### src/verilog/backend_pkg.sv
// shared widths, RV32 opcode constants and payload structs; valid/done must stay the lowest bit
package backend_pkg;

    localparam int xlen       = 32;
    localparam int tag_w      = 8;
    localparam int mul_stages = 2;

    // major opcodes and funct7 classes of the supported subset
    localparam logic [6:0] opcode_op     = 7'b0110011;
    localparam logic [6:0] opcode_op_imm = 7'b0010011;
    localparam logic [6:0] funct7_base   = 7'b0000000;
    localparam logic [6:0] funct7_alt    = 7'b0100000;
    localparam logic [6:0] funct7_muldiv = 7'b0000001;

    typedef enum logic [3:0] {
        alu_add,
        alu_sub,
        alu_and,
        alu_or,
        alu_xor,
        alu_slt,
        alu_sll,
        alu_srl
    } alu_op_e;

    typedef enum logic {
        unit_alu,
        unit_mul
    } unit_e;

    // valid last so it lands on bit 0
    typedef struct packed {
        logic [xlen-1:0]  pc;
        logic [tag_w-1:0] tag;
        logic [xlen-1:0]  operand_b;
        logic [xlen-1:0]  operand_a;
        alu_op_e          op;
        unit_e            unit;
        logic             valid;
    } micro_op_t;

    typedef struct packed {
        logic [xlen-1:0]  pc;
        logic [tag_w-1:0] tag;
        logic [xlen-1:0]  value;
        logic             done;
    } lane_result_t;

    // mul lane occupies the low bits, so bit 0 is mul.done
    typedef struct packed {
        lane_result_t alu;
        lane_result_t mul;
    } completion_t;

endpackage

### src/verilog/decode_stage.sv
// RV32 subset only (OP, OP-IMM arithmetic, MUL); sltu, sra, shifts-immediate and all else are illegal
`timescale 1ns/1ps

module decode_stage (
    input  logic                                in_valid,
    input  logic [31:0]                         instruction,
    input  logic [backend_pkg::xlen-1:0]        pc,
    input  logic [backend_pkg::xlen-1:0]        rs1_data,
    input  logic [backend_pkg::xlen-1:0]        rs2_data,
    input  logic [backend_pkg::tag_w-1:0]       dest_tag,
    output backend_pkg::micro_op_t              uop,
    output logic                                illegal
);

    logic [6:0]                  opcode;
    logic [2:0]                  funct3;
    logic [6:0]                  funct7;
    logic [backend_pkg::xlen-1:0] imm_i;
    logic                        legal;

    assign opcode = instruction[6:0];
    assign funct3 = instruction[14:12];
    assign funct7 = instruction[31:25];
    // sign-extended I-type immediate
    assign imm_i  = {{(backend_pkg::xlen-12){instruction[31]}}, instruction[31:20]};

    always_comb begin
        legal         = 1'b0;
        uop.pc        = pc;
        uop.tag       = dest_tag;
        uop.operand_a = rs1_data;
        uop.operand_b = rs2_data;
        uop.op        = backend_pkg::alu_add;
        uop.unit      = backend_pkg::unit_alu;
        case (opcode)
            backend_pkg::opcode_op: begin
                if (funct7 == backend_pkg::funct7_base) begin
                    legal = 1'b1;
                    case (funct3)
                        3'b000:  uop.op = backend_pkg::alu_add;
                        3'b001:  uop.op = backend_pkg::alu_sll;
                        3'b010:  uop.op = backend_pkg::alu_slt;
                        3'b100:  uop.op = backend_pkg::alu_xor;
                        3'b101:  uop.op = backend_pkg::alu_srl;
                        3'b110:  uop.op = backend_pkg::alu_or;
                        3'b111:  uop.op = backend_pkg::alu_and;
                        default: legal = 1'b0;
                    endcase
                end else if (funct7 == backend_pkg::funct7_alt && funct3 == 3'b000) begin
                    legal  = 1'b1;
                    uop.op = backend_pkg::alu_sub;
                end else if (funct7 == backend_pkg::funct7_muldiv && funct3 == 3'b000) begin
                    legal    = 1'b1;
                    uop.unit = backend_pkg::unit_mul;
                end
            end
            backend_pkg::opcode_op_imm: begin
                uop.operand_b = imm_i;
                legal         = 1'b1;
                case (funct3)
                    3'b000:  uop.op = backend_pkg::alu_add;
                    3'b010:  uop.op = backend_pkg::alu_slt;
                    3'b100:  uop.op = backend_pkg::alu_xor;
                    3'b110:  uop.op = backend_pkg::alu_or;
                    3'b111:  uop.op = backend_pkg::alu_and;
                    default: legal = 1'b0;
                endcase
            end
            default: legal = 1'b0;
        endcase
        uop.valid = in_valid & legal;
    end

    // flagged in the same cycle the instruction is presented
    assign illegal = in_valid & ~legal;

endmodule

### src/verilog/stage_register.sv
// payload must be a packed type whose bit 0 is its valid/done flag; flush beats stall
`timescale 1ns/1ps

module stage_register #(
    parameter type payload_t = logic
) (
    input  logic     clk,
    input  logic     reset,
    input  logic     stall,
    input  logic     flush,
    input  payload_t d,
    output payload_t q
);

    // flush inserts an all-zero bubble
    always_ff @(posedge clk or posedge reset) begin
        if (reset) begin
            q <= '0;
        end else if (flush) begin
            q <= '0;
        end else if (!stall) begin
            q <= d;
        end
    end

    // nothing survives a flush into the following cycle
    flush_leaves_bubble: assert property (
        @(posedge clk) disable iff (reset)
        flush |=> !(|q[0])
    ) else $error("stage_register: valid/done set after flush");

endmodule

### src/verilog/mul_pipe.sv
// fixed two-stage multiplier returning the low 32 product bits; depth must match mul_stages
`timescale 1ns/1ps

module mul_pipe (
    input  logic                      clk,
    input  logic                      reset,
    input  logic                      stall,
    input  logic                      flush,
    input  backend_pkg::micro_op_t    issue,
    output backend_pkg::lane_result_t result
);

    logic                          s1_valid;
    logic [backend_pkg::xlen-1:0]  s1_a;
    logic [backend_pkg::xlen-1:0]  s1_b;
    logic [backend_pkg::tag_w-1:0] s1_tag;
    logic [backend_pkg::xlen-1:0]  s1_pc;
    logic                          s2_done;
    logic [backend_pkg::xlen-1:0]  s2_value;
    logic [backend_pkg::tag_w-1:0] s2_tag;
    logic [backend_pkg::xlen-1:0]  s2_pc;
    logic [2*backend_pkg::xlen-1:0] product;

    if (backend_pkg::mul_stages != 2) begin : g_depth_check
        $error("mul_pipe implements exactly two stages");
    end

    assign product = s1_a * s1_b;

    always_ff @(posedge clk or posedge reset) begin
        if (reset) begin
            s1_valid <= 1'b0;
            s2_done  <= 1'b0;
        end else if (flush) begin
            s1_valid <= 1'b0;
            s2_done  <= 1'b0;
        end else if (!stall) begin
            s1_valid <= issue.valid;
            s2_done  <= s1_valid;
        end
    end

    // operands, tag and pc ride alongside the valid bits
    always_ff @(posedge clk) begin
        if (!stall) begin
            s1_a     <= issue.operand_a;
            s1_b     <= issue.operand_b;
            s1_tag   <= issue.tag;
            s1_pc    <= issue.pc;
            s2_value <= product[backend_pkg::xlen-1:0];
            s2_tag   <= s1_tag;
            s2_pc    <= s1_pc;
        end
    end

    assign result.done  = s2_done;
    assign result.value = s2_value;
    assign result.tag   = s2_tag;
    assign result.pc    = s2_pc;

    done_known: assert property (
        @(posedge clk) disable iff (reset)
        !$isunknown(result.done)
    ) else $error("mul_pipe: result.done unknown");

endmodule

### src/verilog/execute_cluster.sv
// single-cycle ALU lane plus pipelined MUL lane; no sra, sltu or divide support
`timescale 1ns/1ps

module execute_cluster (
    input  logic                   clk,
    input  logic                   reset,
    input  logic                   stall,
    input  logic                   flush,
    input  backend_pkg::micro_op_t uop,
    output backend_pkg::completion_t next_completion
);

    logic                         alu_sel;
    logic                         mul_sel;
    logic [4:0]                   shamt;
    logic [backend_pkg::xlen-1:0] alu_value;
    backend_pkg::micro_op_t       mul_issue;
    backend_pkg::lane_result_t    mul_result;

    assign alu_sel = uop.valid && (uop.unit == backend_pkg::unit_alu);
    assign mul_sel = uop.valid && (uop.unit == backend_pkg::unit_mul);
    assign shamt   = uop.operand_b[4:0];

    always_comb begin
        case (uop.op)
            backend_pkg::alu_add: alu_value = uop.operand_a + uop.operand_b;
            backend_pkg::alu_sub: alu_value = uop.operand_a - uop.operand_b;
            backend_pkg::alu_and: alu_value = uop.operand_a & uop.operand_b;
            backend_pkg::alu_or:  alu_value = uop.operand_a | uop.operand_b;
            backend_pkg::alu_xor: alu_value = uop.operand_a ^ uop.operand_b;
            backend_pkg::alu_slt: begin
                alu_value = {{(backend_pkg::xlen-1){1'b0}},
                             $signed(uop.operand_a) < $signed(uop.operand_b)};
            end
            backend_pkg::alu_sll: alu_value = uop.operand_a << shamt;
            backend_pkg::alu_srl: alu_value = uop.operand_a >> shamt;
            default:              alu_value = '0;
        endcase
    end

    // only mul micro-ops reach the multiplier
    always_comb begin
        mul_issue       = uop;
        mul_issue.valid = mul_sel;
    end

    mul_pipe u_mul_pipe (
        .clk    (clk),
        .reset  (reset),
        .stall  (stall),
        .flush  (flush),
        .issue  (mul_issue),
        .result (mul_result)
    );

    assign next_completion.alu.done  = alu_sel;
    assign next_completion.alu.value = alu_value;
    assign next_completion.alu.tag   = uop.tag;
    assign next_completion.alu.pc    = uop.pc;
    assign next_completion.mul       = mul_result;

    one_lane_per_uop: assert property (
        @(posedge clk) disable iff (reset)
        uop.valid |-> (alu_sel ^ mul_sel)
    ) else $error("execute_cluster: uop steered to both or no lanes");

endmodule

### src/verilog/backend_top.sv
// back end only: operands arrive already read, no regfile, rename or ROB; count done only when unstalled
`timescale 1ns/1ps

module backend_top (
    input  logic                          clk,
    input  logic                          reset,
    input  logic                          in_valid,
    input  logic [31:0]                   instruction,
    input  logic [backend_pkg::xlen-1:0]  pc,
    input  logic [backend_pkg::xlen-1:0]  rs1_data,
    input  logic [backend_pkg::xlen-1:0]  rs2_data,
    input  logic [backend_pkg::tag_w-1:0] dest_tag,
    input  logic                          stall,
    input  logic                          flush,
    output backend_pkg::completion_t      completion,
    output logic                          illegal,
    output logic                          in_ready
);

    backend_pkg::micro_op_t   dec_uop;
    backend_pkg::micro_op_t   issue_uop;
    backend_pkg::completion_t next_completion;

    assign in_ready = ~stall;

    decode_stage u_decode (
        .in_valid    (in_valid),
        .instruction (instruction),
        .pc          (pc),
        .rs1_data    (rs1_data),
        .rs2_data    (rs2_data),
        .dest_tag    (dest_tag),
        .uop         (dec_uop),
        .illegal     (illegal)
    );

    stage_register #(.payload_t(backend_pkg::micro_op_t)) u_issue_reg (
        .clk   (clk),
        .reset (reset),
        .stall (stall),
        .flush (flush),
        .d     (dec_uop),
        .q     (issue_uop)
    );

    execute_cluster u_execute (
        .clk             (clk),
        .reset           (reset),
        .stall           (stall),
        .flush           (flush),
        .uop             (issue_uop),
        .next_completion (next_completion)
    );

    // results leaving at a flush edge still retire, even under stall
    stage_register #(.payload_t(backend_pkg::completion_t)) u_complete_reg (
        .clk   (clk),
        .reset (reset),
        .stall (stall & ~flush),
        .flush (1'b0),
        .d     (next_completion),
        .q     (completion)
    );

endmodule

### config.mk
export PLATFORM = sky130hd
export DESIGN_NAME = backend_top
export DESIGN_NICKNAME = d
export VERILOG_FILES = /design/src/verilog/backend_pkg.sv /design/src/verilog/decode_stage.sv /design/src/verilog/stage_register.sv /design/src/verilog/mul_pipe.sv /design/src/verilog/execute_cluster.sv /design/src/verilog/backend_top.sv
export SDC_FILE = /design/constraint.sdc
export NUM_CORES = 2
export LEC_CHECK = 0
export ABC_AREA = 1
export BUFFER_PORTS_ARGS = -buffer_cell sky130_fd_sc_hd__buf_2
export CELL_PAD_IN_SITES_DETAIL_PLACEMENT = 1
export CELL_PAD_IN_SITES_GLOBAL_PLACEMENT = 2
export CORE_ASPECT_RATIO = 0.8
export CORE_MARGIN = 4
export CORE_UTILIZATION = 40
export CTS_CLUSTER_DIAMETER = 100
export DETAILED_ROUTE_END_ITERATION = 10
export PLACE_DENSITY = 0.95
export SLEW_MARGIN = 30
export SYNTH_ARGS = -nofsm -noshare
export SYNTH_HDL_FRONTEND = slang
export SYNTH_HIERARCHICAL = 1
export SYNTH_SLANG_ARGS = --single-unit
export TNS_END_PERCENT = 1
### constraint.sdc
create_clock -name clk -period 9.7 [get_ports clk]
set_input_delay 0.485 -clock clk [delete_from_list [all_inputs] [get_ports clk]]
set_output_delay 0.485 -clock clk [all_outputs]
set_load 0.02 [all_outputs]
==> qor.yml <==
critPathKind: "reg -> reg"
drt_first_pass_iters: 5
syn-cell-area_mm2: 0.0437
reg2reg_depth: 23
cts_made_buffers: 47
dp.cells: 7256
crit_end: "u_execute/u_mul_pipe/s2_value[29]"
power_frac_comb_pct: 66.6
fmax_mhz: 128
cts_buffer_depth: 3
synth_most_common_cell: "nand2_1"
placed_cell_area_mm2: 0.0451
grt_pass1_wl_mm: 254
max_slew.worst_pin.slew_ps: 1050
required_ps: 10060
clkPwrFrac_pct: 14.6
syn_inst: 5870
fin_cells: 7360
cap_violations: 0
seqCellArea_mm2: 0.0117
initial_utilization_pct: 40.3
critical_path.cell_chain: "buf_4, nand2_1, inv_1, fa_1, fa_1, fa_1, inv_1, fa_1, inv_1, fa_1, inv_1, fa_1, inv_1, fa_1, fa_1, ha_1, nand2_1, nor4_1, nand4_1, nand3_1, nand3_1, o211ai_1, xor2_1"
via_count: 39000
h-tree-depth: 2
num_io_pins: 289
internal_power_mw: 6.91
worst_hold_path.num_cells: 3
synth_cell_types: 55
timing.critical_path.mode_cell: "fa_1"
grt_pass1_vias: 41500
grtUsageTotal_pct: 29.2
hp-class: "in -> reg"
place.gp.congestion: 0.950
area_delta_synth_final_pct: 7.52
vias_per_cell: 5.30
slowest_stage: "edfxtp_1"
seqPwrFrac_pct: 18.8
post-place-ws_ps: 1980
drtAntennaViolNets: 0
worst_path_largest_cell_delay_ps: 980
swShare_pct: 50.1
drt-initial-drc-count: 3490
synth_seq_cells: 434
crit_family: "adder cells"
cts_sinks: 434
leakage_nw: 26.6
die_h_um: 304
nets: 6660
yosys_most_used_dff: "dfrtp_1"
finalCritPeriodShare_pct: 80.3
final_area_mm2: 0.0470
power_mw: 13.9
yosysTopAreaCellShare_pct: 18.8
arrival_ps: 8150
cp_max_fo: 14
ys_warn_count: 6
path_depth: 23
die_x_um: 377
wl_per_cell_um: 22.9
powerDensity_mw_per_mm2: 295
outcome: "complete, no violations"
grt_max_degree: 147
cts_root_buf: "clkbuf_16"
r2r-start: "u_execute/u_mul_pipe/s1_b[5]"
critPathCaptureType: "flop"
row_count: 108
final_layout_size_suffix_gt1_share_pct: 8.51
yosysSeqAreaShare_pct: 26.9
max-slew-margin-rel_pct: 29.7
antenna_found_initial: 12
finalSetupViolations: 0
die_area_mm2: 0.115
grt.overflow.total: 0
tns_ps: 0
multi_input_area_mm2: 0.0254
slew_violations: 0
rsz0062_at_grt: "no"
fin_skew_ps: 52.5
min_period_ps: 7780
fin_ws_ps: 1920
rr_endpoint: "u_execute/u_mul_pipe/s2_value[29]"
crit_path_start_kind: "flop"
clk_pin_slew_ps: 60
p_switching_mw: 6.95
synthTopCellsByCount: "nand2_1 (1893), inv_1 (1115), nand3_1 (686), fa_1 (410), dfrtp_1 (258)"
holdWs_ps: 29.3
synthArstFlopShare_pct: 59.4
hpwl_mm: 131
synth.avg_cell_area_um2: 7.44
drt-total-wl_mm: 169
fill_cells: 13700
reg2reg_setup_slack_ps: 1920
yosys-top-cells-area: "fa_1 (19%), nand2_1 (16%), dfrtp_1 (15%)"
cts_setup_buffers: 0
synth_edf_count: 176
crit_start: "u_execute/u_mul_pipe/s1_b[5]"
synth_top_cell_by_area: "fa_1"
drc: 0
ir_drop_v: 0.000675
portBuffers: 278
hold_viol: 0
clk-insertion-delay-late_ps: 650
tritoncts: "yes"
crit_buf_inv: 6
final_util_pct: 43.3
core_mm2: 0.108
==> what timing repair did <==
item / in CTS / in global routing
gates resized for setup: 0 / 0
hold buffers: 4 / 0
hold endpoints to repair: 5 / 0
==> final cells by class <==
cell class,instances,area share [%]
Clock buffer,63,2.89
Sequential cell,434,25.0
Multi-Input combinational cell,3912,54.0
Timing Repair Buffer,357,4.32
Inverter,1129,9.08
Clock inverter,25,0.834
Tap cell,1430,3.81
Antenna cell,10,0.0533
==> layout by cell type, fill, tap and decap left out, types with 4 or more instances in the layout <==
cell type,synthesis,final
o21bai_1,11,11
nor2_1,233,231
edfxtp_1,176,176
nor2_4,3,6
nand3b_1,6,6
buf_4,165,71
o21a_1,5,5
or2_2,4,4
dlygate4sd3_1,0,4
clkinv_2,0,6
clkbuf_8,0,10
nor3_1,21,21
and3_1,6,6
o211ai_1,19,19
clkbuf_16,0,48
dfrtp_1,258,256
nand4_1,37,37
xor2_1,28,28
and2_1,15,15
nor4_1,5,5
diode_2,0,10
nand3_1,686,686
clkbuf_1,89,5
xnor2_1,19,19
inv_6,1,4
inv_2,11,14
o22ai_1,28,28
bufinv_16,0,6
inv_1,1115,1108
nand2_1,1893,1893
fa_1,410,410
a31oi_1,5,5
nand2_2,21,21
a21oi_1,109,109
clkinvlp_4,0,4
o21ai_1,20,20
buf_2,115,277
o21ai_0,69,69
ha_1,228,228
==> cell families (layout without fill, tap and decap cells) <==
kind of cell               Yosys count  after routing  share of synthesized area (%)
adders and majority gates          638            638                           25.3
other                                2             13                         0.0172
AOI/OAI and AO/OA                  279            279                           3.60
DFF                                434            434                           26.9
and+or+nand+nor                   2945           2945                           28.1
xor gates and xnor gates            47             47                          0.943
buffers and inverters             1525           1574                           15.1
==> state kept, by name, indices dropped and copies added (netlist names) <==
name	cells
u_execute/u_mul_pipe/s2_tag	8
u_complete_reg/q	146
u_execute/u_mul_pipe/s1_valid	1
u_execute/u_mul_pipe/s1_a	32
u_issue_reg/q	110
u_execute/u_mul_pipe/s2_value	32
u_execute/u_mul_pipe/s1_tag	8
u_execute/u_mul_pipe/s2_pc	32
u_execute/u_mul_pipe/s2_done	1
u_execute/u_mul_pipe/s1_pc	32
u_execute/u_mul_pipe/s1_b	32
==> how the worst min path moves through the flow <==
| stage | from | end | slack [ps] |
|---|---|---|---|
| floorplan | reset | u_execute/u_mul_pipe/s1_valid | 230 |
| global placement | u_execute/u_mul_pipe/s1_pc[22] | u_execute/u_mul_pipe/s2_pc[22] | 400 |
| detailed placement | reset | u_execute/u_mul_pipe/s1_valid | 410 |
| CTS | pc[11] | u_issue_reg/q[89] | 0.08 |
| global route | pc[31] | u_issue_reg/q[109] | 20 |
| finish | rs1_data[31] | u_issue_reg/q[37] | 30 |
==> power by group through the flow <==
stage               Sequential (mW)  Clock, mW  Combinational (mW)
global placement               2.63          0                8.89
detailed placement             2.65          0                9.18
finish                         2.61       2.02                9.23
CTS                            2.61       2.05                9.25
global route                   2.63       2.13                10.3
floorplan                      2.63          0                6.18
==> per-layer routing <==
layer | wire [µm] | track usage [%] | share of wire (%)
met1 | 71600 | 38.7 | 42
met2 | 80300 | 49.0 | 48
met3 | 9780 | 3.72 | 5.8
met4 | 7230 | 11.6 | 4.3
met5 | 0 | 0 | 0
==> worst reg2reg max path: cells and delay by family (launching register included) <==
| family | cells | cell delay, ps |
|---|---|---|
| flip-flops | 1 | 980 |
| XOR/XNOR | 1 | 100 |
| AND/OR/NAND/NOR | 6 | 1270 |
| buffers and inverters | 6 | 680 |
| AO/OA/AOI/OAI | 1 | 130 |
| adder cells (fa/ha/maj) | 9 | 4360 |
No activity file was read; power rests on OpenSTA's default activity.
